<file path="src/accel_pkg.sv">
package accel_pkg;

    //////////////////////////////////////////////////
    // datapath widths
    //////////////////////////////////////////////////

    // rf address field width, also the default for RF_ADDR_W
    localparam int RF_ADDR_W_DEF = 10;
    localparam int SDRAM_ADDR_W  = 15;
    localparam int LINE_CNT_W    = 4;
    localparam int GROUP_IDX_W   = 5;
    localparam int SUB_IDX_W     = 4;
    localparam int FETCH_ADDR_W  = 20;
    localparam int NUM_GROUPS    = 32;

    //////////////////////////////////////////////////
    // datapath types
    //////////////////////////////////////////////////

    // register-file line address
    typedef logic [RF_ADDR_W_DEF-1:0] rf_addr_t;
    typedef logic [SDRAM_ADDR_W-1:0]  sdram_addr_t;

    // field value n means n+1 lines
    typedef logic [LINE_CNT_W-1:0]    line_cnt_t;

    // execution-unit addressing
    typedef logic [GROUP_IDX_W-1:0]   group_idx_t;
    typedef logic [SUB_IDX_W-1:0]     sub_idx_t;
    typedef logic [FETCH_ADDR_W-1:0]  fetch_addr_t;
    typedef logic [NUM_GROUPS-1:0]    group_mask_t;

endpackage

</file>
<file path="src/isa_pkg.sv">
package isa_pkg;

    //////////////////////////////////////////////////
    // instruction word
    //////////////////////////////////////////////////

    localparam int INST_W = 32;
    typedef logic [INST_W-1:0] inst_t;

    // opcode in the top three bits
    localparam int OPC_MSB = 31;
    localparam int OPC_LSB = 29;

    // unlisted codes decode as no-operation
    typedef enum logic [OPC_MSB-OPC_LSB:0] {
        OP_LOAD  = 3'd0,
        OP_STORE = 3'd1,
        OP_MOVE  = 3'd2,
        OP_FETCH = 3'd3,
        OP_EXEC  = 3'd4
    } opcode_t;

    //////////////////////////////////////////////////
    // field positions
    //////////////////////////////////////////////////

    // load / store
    localparam int LS_LINES_MSB = 28;
    localparam int LS_LINES_LSB = 25;
    localparam int LS_RF_LSB    = 15;
    localparam int LS_SD_MSB    = 14;
    localparam int LS_SD_LSB    = 0;

    // move
    localparam int MV_LINES_MSB = 28;
    localparam int MV_LINES_LSB = 25;
    localparam int MV_SRC_LSB   = 15;
    localparam int MV_DST_LSB   = 5;
    localparam int MV_SRC_FRZ   = 4;
    localparam int MV_DST_FRZ   = 3;

    // fetch / exec
    localparam int EU_GRP_MSB   = 28;
    localparam int EU_GRP_LSB   = 24;
    localparam int EU_SUB_MSB   = 23;
    localparam int EU_SUB_LSB   = 20;
    localparam int EU_FADDR_MSB = 19;
    localparam int EU_FADDR_LSB = 0;

    // control FSM
    typedef enum logic [1:0] {
        IDLE,
        DECODE,
        ISSUE
    } ctrl_state_t;

endpackage

</file>
<file path="src/accel_ctrl_top.sv">
`timescale 1ns/1ps
`default_nettype none

module accel_ctrl_top
    import accel_pkg::*;
    import isa_pkg::*;
#(
    parameter int RF_ADDR_W = RF_ADDR_W_DEF
) (
    input  logic        clk,
    input  logic        rst_n,

    // host IO register
    input  inst_t       h2f_io,
    input  logic        h2f_write,

    // register file and SDRAM side
    output logic        rf_ram_sel,
    output group_idx_t  sdram_read_sel,
    output logic        sdram_rd,
    output logic        sdram_wr,
    output sdram_addr_t sdram_line,
    output rf_addr_t    ldst_rf_line,
    output logic        rf_copy,
    output rf_addr_t    rf_rd_addr,
    output rf_addr_t    rf_wr_addr,

    // execution-unit groups
    output group_mask_t eu_fetch,
    output group_mask_t eu_exec,
    output sub_idx_t    eu_sub_idx,
    output fetch_addr_t eu_fetch_addr,

    output logic        done
);

    inst_t       inst_q;
    logic        load, store, move, fetch, exec;
    rf_addr_t    ldst_rf_addr;
    sdram_addr_t ldst_sdram_addr;
    line_cnt_t   ldst_line_num;
    rf_addr_t    move_src_addr, move_dst_addr;
    line_cnt_t   move_line_num;
    logic        move_src_freeze, move_dst_freeze;
    group_idx_t  eu_group_idx;
    logic        ldst_load_start, ldst_store_start, move_start;
    logic        ldst_busy, move_busy;

    inst_decode #(.RF_ADDR_W(RF_ADDR_W)) i_inst_decode (
        .inst(inst_q), .load(load), .store(store), .move(move),
        .fetch(fetch), .exec(exec),
        .ldst_rf_addr(ldst_rf_addr), .ldst_sdram_addr(ldst_sdram_addr),
        .ldst_line_num(ldst_line_num),
        .move_src_addr(move_src_addr), .move_dst_addr(move_dst_addr),
        .move_line_num(move_line_num), .move_src_freeze(move_src_freeze),
        .move_dst_freeze(move_dst_freeze),
        .eu_group_idx(eu_group_idx), .eu_sub_idx(eu_sub_idx),
        .eu_fetch_addr(eu_fetch_addr)
    );

    ctrl_unit i_ctrl_unit (
        .clk(clk), .rst_n(rst_n), .h2f_io(h2f_io), .h2f_write(h2f_write),
        .load(load), .store(store), .move(move), .fetch(fetch), .exec(exec),
        .eu_group_idx(eu_group_idx), .ldst_busy(ldst_busy), .move_busy(move_busy),
        .inst_q(inst_q), .ldst_load_start(ldst_load_start),
        .ldst_store_start(ldst_store_start), .move_start(move_start),
        .rf_ram_sel(rf_ram_sel), .sdram_read_sel(sdram_read_sel),
        .eu_fetch(eu_fetch), .eu_exec(eu_exec), .done(done)
    );

    rf_ldst_unit #(.RF_ADDR_W(RF_ADDR_W)) i_rf_ldst_unit (
        .clk(clk), .rst_n(rst_n),
        .load_start(ldst_load_start), .store_start(ldst_store_start),
        .rf_addr(ldst_rf_addr), .sdram_addr(ldst_sdram_addr),
        .line_num(ldst_line_num), .busy(ldst_busy), .rf_line(ldst_rf_line),
        .sdram_line(sdram_line), .sdram_rd(sdram_rd), .sdram_wr(sdram_wr)
    );

    rf_move_unit #(.RF_ADDR_W(RF_ADDR_W)) i_rf_move_unit (
        .clk(clk), .rst_n(rst_n), .start(move_start),
        .src_addr(move_src_addr), .dst_addr(move_dst_addr),
        .line_num(move_line_num), .src_freeze(move_src_freeze),
        .dst_freeze(move_dst_freeze), .busy(move_busy),
        .rf_rd_addr(rf_rd_addr), .rf_wr_addr(rf_wr_addr), .rf_copy(rf_copy)
    );

endmodule

`default_nettype wire

</file>
<file path="src/ctrl_unit.sv">
`timescale 1ns/1ps
`default_nettype none

module ctrl_unit
    import accel_pkg::*;
    import isa_pkg::*;
(
    input  logic        clk,
    input  logic        rst_n,

    // host register
    input  inst_t       h2f_io,
    input  logic        h2f_write,

    // decoded instruction
    input  logic        load,
    input  logic        store,
    input  logic        move,
    input  logic        fetch,
    input  logic        exec,
    input  group_idx_t  eu_group_idx,

    input  logic        ldst_busy,
    input  logic        move_busy,

    output inst_t       inst_q,
    output logic        ldst_load_start,
    output logic        ldst_store_start,
    output logic        move_start,
    output logic        rf_ram_sel,
    output group_idx_t  sdram_read_sel,
    output group_mask_t eu_fetch,
    output group_mask_t eu_exec,
    output logic        done
);

    ctrl_state_t state;
    ctrl_state_t state_nxt;
    logic        accept;
    logic        sel_set_ldst;
    logic        sel_clr_move;
    group_mask_t group_onehot;

    // idle and no sequencer running
    assign done   = (state == IDLE) && !ldst_busy && !move_busy;
    assign accept = h2f_write && done;

    // hold the word so the host bus may change afterwards
    always_ff @(posedge clk) begin
        if (accept)
            inst_q <= h2f_io;
    end

    //////////////////////////////////////////////////
    // select registers
    //////////////////////////////////////////////////

    assign sel_clr_move = (state == DECODE) && move;
    assign sel_set_ldst = (state == DECODE) && (load || store);

    always_ff @(posedge clk or negedge rst_n) begin
        if (!rst_n) begin
            rf_ram_sel     <= 1'b0;
            sdram_read_sel <= '0;
        end else begin
            // move wins over load/store
            if (sel_clr_move)
                rf_ram_sel <= 1'b0;
            else if (sel_set_ldst)
                rf_ram_sel <= 1'b1;
            if (state == DECODE)
                sdram_read_sel <= eu_group_idx;
        end
    end

    //////////////////////////////////////////////////
    // FSM
    //////////////////////////////////////////////////

    always_ff @(posedge clk or negedge rst_n) begin
        if (!rst_n)
            state <= IDLE;
        else
            state <= state_nxt;
    end

    assign group_onehot = group_mask_t'(1) << eu_group_idx;

    always_comb begin
        state_nxt        = state;
        ldst_load_start  = 1'b0;
        ldst_store_start = 1'b0;
        move_start       = 1'b0;
        eu_fetch         = '0;
        eu_exec          = '0;
        case (state)
            IDLE: begin
                if (accept)
                    state_nxt = DECODE;
            end
            DECODE: state_nxt = ISSUE;
            default: begin
                // single-cycle issue strobes
                ldst_load_start  = load;
                ldst_store_start = store;
                move_start       = move;
                if (fetch)
                    eu_fetch = group_onehot;
                if (exec)
                    eu_exec = group_onehot;
                state_nxt = IDLE;
            end
        endcase
    end

endmodule

`default_nettype wire

</file>
<file path="src/inst_decode.sv">
`timescale 1ns/1ps
`default_nettype none

module inst_decode
    import accel_pkg::*;
    import isa_pkg::*;
#(
    parameter int RF_ADDR_W = RF_ADDR_W_DEF
) (
    input  inst_t       inst,

    output logic        load,
    output logic        store,
    output logic        move,
    output logic        fetch,
    output logic        exec,

    output rf_addr_t    ldst_rf_addr,
    output sdram_addr_t ldst_sdram_addr,
    output line_cnt_t   ldst_line_num,

    output rf_addr_t    move_src_addr,
    output rf_addr_t    move_dst_addr,
    output line_cnt_t   move_line_num,
    output logic        move_src_freeze,
    output logic        move_dst_freeze,

    output group_idx_t  eu_group_idx,
    output sub_idx_t    eu_sub_idx,
    output fetch_addr_t eu_fetch_addr
);

    opcode_t opcode;

    assign opcode = opcode_t'(inst[OPC_MSB:OPC_LSB]);

    // one flag per known opcode, none otherwise
    always_comb begin
        load  = 1'b0;
        store = 1'b0;
        move  = 1'b0;
        fetch = 1'b0;
        exec  = 1'b0;
        case (opcode)
            OP_LOAD:  load  = 1'b1;
            OP_STORE: store = 1'b1;
            OP_MOVE:  move  = 1'b1;
            OP_FETCH: fetch = 1'b1;
            OP_EXEC:  exec  = 1'b1;
            default:  ;
        endcase
    end

    //////////////////////////////////////////////////
    // operand fields
    //////////////////////////////////////////////////

    // narrow rf builds keep the low bits of the 10-bit field
    assign ldst_rf_addr    = rf_addr_t'(inst[LS_RF_LSB +: RF_ADDR_W]);
    assign ldst_sdram_addr = inst[LS_SD_MSB:LS_SD_LSB];
    assign ldst_line_num   = inst[LS_LINES_MSB:LS_LINES_LSB];

    assign move_src_addr   = rf_addr_t'(inst[MV_SRC_LSB +: RF_ADDR_W]);
    assign move_dst_addr   = rf_addr_t'(inst[MV_DST_LSB +: RF_ADDR_W]);
    assign move_line_num   = inst[MV_LINES_MSB:MV_LINES_LSB];
    assign move_src_freeze = inst[MV_SRC_FRZ];
    assign move_dst_freeze = inst[MV_DST_FRZ];

    assign eu_group_idx    = inst[EU_GRP_MSB:EU_GRP_LSB];
    assign eu_sub_idx      = inst[EU_SUB_MSB:EU_SUB_LSB];
    assign eu_fetch_addr   = inst[EU_FADDR_MSB:EU_FADDR_LSB];

endmodule

`default_nettype wire

</file>
<file path="src/rf_ldst_unit.sv">
`timescale 1ns/1ps
`default_nettype none

module rf_ldst_unit
    import accel_pkg::*;
#(
    parameter int RF_ADDR_W = RF_ADDR_W_DEF
) (
    input  logic        clk,
    input  logic        rst_n,

    input  logic        load_start,
    input  logic        store_start,
    input  rf_addr_t    rf_addr,
    input  sdram_addr_t sdram_addr,
    input  line_cnt_t   line_num,

    output logic        busy,
    output rf_addr_t    rf_line,
    output sdram_addr_t sdram_line,
    output logic        sdram_rd,
    output logic        sdram_wr
);

    logic                 start;
    logic                 is_load;
    line_cnt_t            lines_left;
    logic [RF_ADDR_W-1:0] rf_cur;
    sdram_addr_t          sd_cur;

    assign start = load_start || store_start;

    //////////////////////////////////////////////////
    // line counter
    //////////////////////////////////////////////////

    always_ff @(posedge clk or negedge rst_n) begin
        if (!rst_n) begin
            busy       <= 1'b0;
            lines_left <= '0;
        end else if (start) begin
            busy       <= 1'b1;
            lines_left <= line_num;
        end else if (busy) begin
            // last line leaves busy
            if (lines_left == '0)
                busy <= 1'b0;
            else
                lines_left <= lines_left - 1'b1;
        end
    end

    // operands and running addresses
    always_ff @(posedge clk) begin
        if (start) begin
            is_load <= load_start;
            rf_cur  <= rf_addr[RF_ADDR_W-1:0];
            sd_cur  <= sdram_addr;
        end else if (busy) begin
            rf_cur <= rf_cur + 1'b1;
            sd_cur <= sd_cur + 1'b1;
        end
    end

    assign rf_line    = rf_addr_t'(rf_cur);
    assign sdram_line = sd_cur;
    assign sdram_rd   = busy && is_load;
    assign sdram_wr   = busy && !is_load;

endmodule

`default_nettype wire

</file>
<file path="src/rf_move_unit.sv">
`timescale 1ns/1ps
`default_nettype none

module rf_move_unit
    import accel_pkg::*;
#(
    parameter int RF_ADDR_W = RF_ADDR_W_DEF
) (
    input  logic      clk,
    input  logic      rst_n,

    input  logic      start,
    input  rf_addr_t  src_addr,
    input  rf_addr_t  dst_addr,
    input  line_cnt_t line_num,
    input  logic      src_freeze,
    input  logic      dst_freeze,

    output logic      busy,
    output rf_addr_t  rf_rd_addr,
    output rf_addr_t  rf_wr_addr,
    output logic      rf_copy
);

    line_cnt_t            lines_left;
    logic                 src_frz_q;
    logic                 dst_frz_q;
    logic [RF_ADDR_W-1:0] rd_cur;
    logic [RF_ADDR_W-1:0] wr_cur;

    always_ff @(posedge clk or negedge rst_n) begin
        if (!rst_n) begin
            busy       <= 1'b0;
            lines_left <= '0;
        end else if (start) begin
            busy       <= 1'b1;
            lines_left <= line_num;
        end else if (busy) begin
            if (lines_left == '0)
                busy <= 1'b0;
            else
                lines_left <= lines_left - 1'b1;
        end
    end

    //////////////////////////////////////////////////
    // address stepping
    //////////////////////////////////////////////////

    // a frozen side keeps repeating its first address
    always_ff @(posedge clk) begin
        if (start) begin
            src_frz_q <= src_freeze;
            dst_frz_q <= dst_freeze;
            rd_cur    <= src_addr[RF_ADDR_W-1:0];
            wr_cur    <= dst_addr[RF_ADDR_W-1:0];
        end else if (busy) begin
            if (!src_frz_q)
                rd_cur <= rd_cur + 1'b1;
            if (!dst_frz_q)
                wr_cur <= wr_cur + 1'b1;
        end
    end

    assign rf_rd_addr = rf_addr_t'(rd_cur);
    assign rf_wr_addr = rf_addr_t'(wr_cur);
    assign rf_copy    = busy;

endmodule

`default_nettype wire
</file>
<file path="config.mk">
export PLATFORM = sky130hd
export DESIGN_NAME = accel_ctrl_top
export DESIGN_NICKNAME = d
export VERILOG_FILES = /design/src/accel_pkg.sv /design/src/isa_pkg.sv /design/src/accel_ctrl_top.sv /design/src/ctrl_unit.sv /design/src/inst_decode.sv /design/src/rf_ldst_unit.sv /design/src/rf_move_unit.sv
export SDC_FILE = /design/constraint.sdc
export NUM_CORES = 1
export LEC_CHECK = 0
export ABC_AREA = 0
export BUFFER_PORTS_ARGS = -buffer_cell sky130_fd_sc_hd__clkbuf_2
export CORE_MARGIN = 2
export CORE_UTILIZATION = 45
export DETAILED_ROUTE_END_ITERATION = 7
export PLACE_DENSITY = 0.73
export SLEW_MARGIN = 10
export SYNTH_ARGS = -nofsm -noshare
export SYNTH_HDL_FRONTEND = slang
export SYNTH_SLANG_ARGS = --single-unit
</file>
<file path="constraint.sdc">
create_clock -name clk -period 3.35 [get_ports clk]
set_clock_uncertainty 0.15 [all_clocks]
set_input_delay 0.1675 -clock clk [delete_from_list [all_inputs] [get_ports clk]]
set_output_delay 0.1675 -clock clk [all_outputs]
set_load 0.005 [all_outputs]
</file>
==> results of run 1 <==
-- synthesized netlist by cell type, drive strengths merged --
| library cell | instances | area share (%) |
|---|---|---|
| nor4 | 7 | 1.2 |
| buf | 35 | 4.8 |
| dfrtp | 18 | 8.9 |
| nand4 | 8 | 0.99 |
| ha | 6 | 1.5 |
| nand3b | 1 | 0.22 |
| mux2 | 6 | 1.3 |
| nand4b | 2 | 0.35 |
| o21ai | 41 | 4.1 |
| nand2 | 76 | 5.7 |
| mux2i | 1 | 0.20 |
| xor2 | 11 | 1.9 |
| xnor2 | 31 | 5.4 |
| a21oi | 9 | 0.89 |
| nor2b | 6 | 0.89 |
| inv | 15 | 1.1 |
| nand3 | 18 | 2.1 |
| edfxtp | 80 | 48 |
| o311ai | 1 | 0.17 |
| a31oi | 1 | 0.12 |
| o211ai | 2 | 0.30 |
| and3 | 1 | 0.12 |
| nor2 | 85 | 6.3 |
| clkbuf | 10 | 0.77 |
| o31ai | 4 | 0.69 |
| and2 | 3 | 0.37 |
| nand2b | 4 | 0.50 |
| or2 | 1 | 0.12 |
| nor3 | 12 | 1.2 |
| or4b | 1 | 0.20 |
-- flip-flops by register name, indices dropped and copies added (netlist names) --
| name | count |
|---|---|
| i_rf_move_unit.dst_frz_q | 1 |
| i_rf_ldst_unit.sdram_line | 15 |
| i_rf_ldst_unit.is_load | 1 |
| i_rf_ldst_unit.lines_left | 4 |
| i_ctrl_unit.inst_q | 32 |
| i_rf_move_unit.busy | 1 |
| i_rf_ldst_unit.rf_line | 10 |
| i_ctrl_unit.sdram_read_sel | 5 |
| i_rf_move_unit.src_frz_q | 1 |
| i_rf_move_unit.lines_left | 4 |
| i_ctrl_unit.state | 2 |
| i_rf_ldst_unit.busy | 1 |
| i_rf_move_unit.rf_rd_addr | 10 |
| i_rf_move_unit.rf_wr_addr | 10 |
| i_ctrl_unit.rf_ram_sel | 1 |
-- cell type report --
type / count / area (um2)
Multi-Input combinational cell: 338 / 1860
Clock buffer: 9 / 124
Timing Repair Buffer: 216 / 1260
Clock inverter: 7 / 70.1
Sequential cell: 98 / 2850
Inverter: 15 / 56.3
Fill cell: 949 / 4480
Tap cell: 140 / 175
-- power by group through the flow --
stage          clock network (W)  logic [W]  registers (W)
5_1_grt                 0.000825    0.00174        0.00248
2_1_floorplan                  0    0.00103        0.00231
4_1_cts                 0.000777    0.00155        0.00243
3_5_place_dp                   0    0.00151        0.00245
3_3_place_gp                   0    0.00144        0.00244
6_report                0.000759    0.00152        0.00243
-- cell families (layout without fill, tap and decap cells) --
kind of cell | after synthesis | count (layout)
AO/OA/AOI/OAI | 58 | 58
XOR/XNOR | 42 | 42
adder cells (fa/ha/maj) | 6 | 6
buffers and inverters | 60 | 247
flip-flops | 98 | 98
multiplexers | 7 | 7
AND/OR/NAND/NOR | 225 | 225
-- timing repair --
item | in CTS | in global routing
endpoints found under the hold margin | 51 | 0
setup buffers | 0 | 0
hold buffers | 34 | 0
-- metrics by stage --
step,setup WS [ns],hold WS [ns],cell area [um2],util [%],total power (W)
after detailed placement,1.10,-0.00665,5870,53.9,0.00396
after CTS,0.888,0.135,6400,58.8,0.00475
after global routing,0.755,0.171,6400,58.8,0.00504
final,0.907,0.143,6400,58.8,0.00471
after global placement,1.19,-0.0117,5870,53.9,0.00388
after floorplan,1.12,-0.278,5050,-,0.00334
-- how the worst max path moves through the flow --
| stage | start | to | cells after the start |
|---|---|---|---|
| detailed placement | i_ctrl_unit.inst_q[31] | i_rf_move_unit.rf_wr_addr[3] | 5 |
| floorplan | i_ctrl_unit.state[1] | i_ctrl_unit.inst_q[0] | 2 |
| finish | i_ctrl_unit.inst_q[30] | eu_exec[18] | 4 |
| CTS | i_ctrl_unit.inst_q[30] | eu_exec[18] | 4 |
| global placement | i_ctrl_unit.inst_q[31] | i_rf_move_unit.rf_wr_addr[8] | 5 |
| global route | i_ctrl_unit.inst_q[30] | eu_exec[18] | 4 |
-- placed cells by master (no fill, tap or decap), types with 2 or more instances in the layout --
master / count
a21oi_1: 9
and2_1: 2
buf_4: 5
clkbuf_2: 177
clkbuf_8: 9
clkinvlp_4: 3
dfrtp_1: 18
dlygate4sd3_1: 34
edfxtp_1: 80
ha_1: 6
inv_1: 14
mux2_2: 6
nand2_1: 76
nand2b_1: 4
nand3_1: 16
nand4_1: 8
nand4b_1: 2
nor2_1: 85
nor2b_1: 5
nor3_1: 12
nor4_1: 4
nor4_2: 3
o211ai_1: 2
o21ai_0: 37
o21ai_1: 4
o31ai_1: 3
xnor2_1: 31
xor2_1: 11
-- routing by layer --
| layer | track usage (%) | up-vias | part of all wire (%) |
|---|---|---|---|
| li1 | - | 2036 | - |
| met3 | 3.26 | 20 | 6.3 |
| met1 | 25.3 | 1958 | 39 |
| met2 | 39.6 | 173 | 52 |
| met4 | 9.49 | 0 | 2.3 |
| met5 | 0 | - | 0 |
==> impl_results.md, run 1 <==
* Status: completed
* Initial drt markers at 219
* Power per cell area at 735 nW/um2
* Initial Util at 46.4%
* # port buffers at approximately 180
* Compound-cell area share of the yosys netlist at 6.25%
* # rows at 38
* Gates resized, CTS repair at 0
* YS warnings at 0
* Minimum clock period at 2.44 ns
* Crit path kind: reg -> out
* Synth cell types at 39
* Vias in the first global route at 4,080
* Die width at 110 um
* Crit-path slowest cell: nand4b_1
* R2R Path End: i_rf_move_unit.rf_wr_addr[3]
* Area delta synth->final at 26.8%
* Setup TNS Final at 0 ns
* DR WL/cell at 15.6 um
* Clock-pin slew on the worst setup and hold paths at approximately 0.10 ns
* Critical path, cell by cell: nor2_1 > nand4b_1 > nor2_1 > clkbuf_2
* LEAKAGE at 2.56 nW
* Synthesized area at a little over 5000 um2
* Longest Clk Path Bufs at 2
* Crit end category: primary output
* Die Y at between 100 and 150 um
* Mux contribution to synthesized area at 1.54%
* Slew @ Worst Pin at roughly 0.84 ns
* R2R Setup Slk at roughly 1.1 ns
* Final period util at 72.9%
* WP data required at 3.03 ns
* Root Driver: clkbuf_8
* Final GP Congestion at between 0.8 and 0.9
* Synth Area in Simple Gates at 20.3%
* Syn avg cell area at 10.2 um2
* ANT cells at 0
* Sw Pwr at about 0.0017 W
* CP bufs+invs at 1
* Nets at about 720
* Vias per inst at about 5.1
* Largest family of logic cells by synthesized area: simple AND/OR/NAND/NOR gates
* Layout cells sized above 1 at between 30 and 40%
* Critical R2R Launch: i_ctrl_unit.inst_q[31]
* Clock share of power at 16.1%
* CP arrival at 2.13 ns
* Remaining antenna violation count at 0
* Synth Net Count at 537
* Num CTS Buffers at 9
* XOR/XNOR Fraction of Synth Area at 7.29%
* Setup crit start kind: flop
* Largest net degree at the start of global routing at between 40 and 50
* Most used cell, CP: nor2_1
* H-tree Lvls at 3
* Die area at between 10,000 and 15,000 um2
* Net Sw Frac at 37.0%
* Ports at about 180
* Internal at ~0.0030 W
* Total grt overflow at 0
* Max_cap viols at 0
* Post-Synth Adder-Cell Area at roughly 1.5%
* Worst slew margin at 44.0%
* Clk_lat worst skew at 0.36 ns
* Via count at between 4,000 and 5,000
* Worst min-delay path class: in -> async
* F_max at 409 MHz
* RSZ-0062 raised after global routing: false
* Max FO, Critical Path at 16
* Worst Reg-to-Reg Cells at 5
* Synthesized flop and latch total at between 90 and 100
* CTS tree: built
* First-pass GRT wire length at 19,900 um
* Max VDD drop at around 0.31 mV
* Clock sink total at 98
* Post-DP HPWL at around 9500 um
* Setup violators final at 0
* Total global-route track usage at between 20% and 30%
* Initial antenna violation count at 0
* First-pass DRT Iterations at 4
* DRC errors left at 0
* Kind of cell adding the most delay to the critical path: simple AND/OR/NAND/NOR gates
* Seq/Total Area, Yosys at approximately 57%
* Fin. Hold Viols at 0
* Core Region at 10,900 um2
* Final Max Slew Viols at 0
* Final wirelength at 12,900 um
* Post-Synthesis Cells at 496
* Crit path largest cell delay at 0.57 ns
* Final non-filler cell total at 823
* Share of power burned in registers at around 52%
* Post-Place Cells at 773
* Power share of the combinational group at 32.3%
No activity file was read; power rests on OpenSTA's default activity.
==> inputs of run 2 (changes only) <==
--- a/config.mk
+++ b/config.mk
@@ -5,12 +5,12 @@
 export SDC_FILE = /design/constraint.sdc
 export NUM_CORES = 1
 export LEC_CHECK = 0
-export ABC_AREA = 0
+export ABC_AREA = 1
 export BUFFER_PORTS_ARGS = -buffer_cell sky130_fd_sc_hd__clkbuf_2
 export CORE_MARGIN = 2
 export CORE_UTILIZATION = 45
 export DETAILED_ROUTE_END_ITERATION = 7
-export PLACE_DENSITY = 0.73
+export PLACE_DENSITY = 0.75
 export SLEW_MARGIN = 10
 export SYNTH_ARGS = -nofsm -noshare
 export SYNTH_HDL_FRONTEND = slang
==> constraint.sdc (replaced) <==
create_clock -name clk -period 2 [get_ports clk]
set_clock_uncertainty 0.15 [all_clocks]
set_input_delay 0.1 -clock clk [delete_from_list [all_inputs] [get_ports clk]]
set_output_delay 0.1 -clock clk [all_outputs]
set_load 0.005 [all_outputs]
==> run 2 against run 1 <==
Net effect: clock power rose by 120%; hold slack lost 0.036 ns; sequential power rose by 53%; worst setup slack got worse by 0.88 ns; highest routed layer unchanged; total power grew 79%; combinational power increased by 97%; flip-flop and latch count stayed put; synthesized cell count up 27%; design area rose by 9.6%; critical path depth grew 1.
==> impl_results.md, run 2 <==
* Ys async rst share at 18.4%
* Worst min-delay path class: in -> async
* Post-Synthesis Cells at 632
* Final Max Slew Viols at 0
* Total global-route track usage at 22.4%
* Nets at between 800 and 900
* Post-synth EDFFs at 80
* Num CTS Buffers at 9
* Synth top cells by count: nand2_1, nor2_1, edfxtp_1, nand3_1, inv_1
* Clock-pin slew on the worst setup and hold paths at 0.06 ns
* Setup violators final at 0
* Fillers at 1,054
* Setup TNS Final at 0 ns
* Root Driver: clkbuf_16
* Compound-cell area share of the yosys netlist at 3.42%
* Power per cell area at 1200 nW/um2
* Tot Pwr at 0.00842 W
* Vias in the first global route at around 4,600
* F_max at 508 MHz
* Syn avg cell area at 8.63 um2
* Final non-filler cell total at 975
* Synth Area in Simple Gates at 30.2%
* Synth Net Count at 673
* Post-Synth Adder-Cell Area at 1.38%
* Ports at around 180
* Max VDD drop at 0.486 mV
* Die Y at 114 um
* Area of the multi-input gates at 2070 um2
* CTS tree: built
* Synth cell types at 32
* Layout cells sized above 1 at 28.9%
* Share of the synthesized area in the top cell type at 44.1%
* Status: completed
* Initial Util at a little under half
* Largest net degree at the start of global routing at 33
* Most common cell after layout, fill and taps aside: clkbuf_2
* Min Hold Slack at 0.107 ns
* WP data required at ~1.8 ns
* Synth area leader: edfxtp_1
* Utilization after layout at 58.9%
* Crit end category: primary output
* XOR/XNOR Fraction of Synth Area at 2.57%
* CP arrival at 1.72 ns
* Final GP Congestion at 0.851
* Most numerous cell in the Yosys netlist: nand2_1
* Final wirelength at roughly 14,000 um
* Top reg by flops: i_ctrl_unit.inst_q
* Fin. Hold Viols at 0
* LEAKAGE at ~3.2 nW
* Setup crit start kind: flop
* Remaining antenna violation count at 0
* Clk_lat worst skew at around 0.34 ns
* Most frequent cells in the layout: clkbuf_2, nand2_1, nor2_1
* Vias per inst at 5.09
* ANT cells at 0
* Minimum clock period at ~2.0 ns
* Mux contribution to synthesized area at 0%
* RSZ-0062 raised after global routing: true
* YS warnings at 0
* Max_cap viols at 0
* Core Region at 11,900 um2
* Crit-path slowest cell: edfxtp_1
* Crit path largest cell delay at 0.43 ns
* Largest family of logic cells by synthesized area: simple AND/OR/NAND/NOR gates
* # rows at 40
* H-tree Lvls at 3
* Critical path, cell by cell: inv_1 > nor3_2 > nand3_1 > nor2_1 > clkbuf_2
* Area delta synth->final at 28.7%
* Die width at between 100 and 150 um
* Initial drt markers at around 300
* Final period util at 98.4%
* Max FO, Critical Path at 5
* Seq/Total Area, Yosys at between 50% and 60%
* Worst slew margin at 67.4%
* First-pass DRT Iterations at 5
* First-pass GRT wire length at 22,600 um
* Die area at 13,000 um2
* Max reg flops at 32
* Top_reg_cell synth: edfxtp_1
* # port buffers at 177
* Synthesized area at ~5500 um2
* DR WL/cell at 14.8 um
* Crit path kind: reg -> out
* Via count at between 4,000 and 5,000
* DRC errors left at 0
* Synthesized flop and latch total at 98
* Total grt overflow at 0
* Post-DP HPWL at 10,300 um
* Longest Clk Path Bufs at 2
* Post-Place Cells at 925
* Slew @ Worst Pin at 0.489 ns
* Initial antenna violation count at 0
* Synth top area cells: edfxtp_1, nand2_1, dfrtp_1
* Register area at 2850 um2
* Clock sink total at 98
==> run 2: worst max-delay path: cells and delay by family (launching register included) <==
family	cells	cell delay (ns)
AND/OR/NAND/NOR	3	0.68
buffers and inverters	2	0.28
flip-flops	1	0.43
==> run 2: power breakdown <==
| part | switching (W) | internal (W) |
|---|---|---|
| Combinational | 0.00183 | 0.00117 |
| Sequential | 0.000578 | 0.00314 |
| Clock | 0.000697 | 0.00100 |
==> run 2: final timing paths <==
check / start / endpoint / slack [ns] / depth (start not counted)
max: i_ctrl_unit.inst_q[25] / eu_exec[15] / 0.03 / 5
min: rst_n / i_ctrl_unit.rf_ram_sel / 0.11 / 2
max reg2reg: i_ctrl_unit.state[0] / i_ctrl_unit.inst_q[18] / 0.19 / 3
min reg2reg: i_ctrl_unit.sdram_read_sel[1] / i_ctrl_unit.sdram_read_sel[1] / 0.34 / 2
max in group asynchronous: rst_n / i_ctrl_unit.sdram_read_sel[4] / 1.26 / 2
min in group clk: h2f_io[13] / i_ctrl_unit.inst_q[13] / 0.32 / 2
==> run 2: per-stage QoR <==
stage / area [um2] / worst slack [ns]
2_1_floorplan: 5460 / 0.133
3_3_place_gp: 6370 / 0.280
3_5_place_dp: 6370 / 0.209
4_1_cts: 7000 / 0.0246
5_1_grt: 7020 / -0.0595
6_report: 7020 / 0.0313
==> run 2: cell families after synthesis <==
logic type	Yosys count
buffers and inverters	109
adder cells (fa/ha/maj)	6
AO/OA/AOI/OAI	37
flip-flops	98
AND/OR/NAND/NOR	366
XOR/XNOR	16
==> run 2: final cells by class <==
| class | count | area share (%) |
|---|---|---|
| multi-input cells | 425 | 29.5 |
| flip-flops and latches | 98 | 40.6 |
| repair buffers | 230 | 19.9 |
| clock buffers | 13 | 3.57 |
| inverters | 59 | 3.19 |
| well taps | 147 | 2.62 |
| clock inverters | 3 | 0.571 |
==> run 2: repair_timing <==
item / in CTS / in global routing
setup endpoints to repair: 7 / 15
resized for setup: 2 / 4
endpoints found under the hold margin: 51 / 0
hold buffers: 34 / 0
setup buffers: 0 / 0
==> run 2: layer usage <==
layer  wire length (um)  track usage, %  up-vias
li1                   -               -     2460
met1               5850            27.4     2272
met2               7200            39.0      212
met3               1010            4.02       19
met4                334            9.51        0
met5                  0               0        -
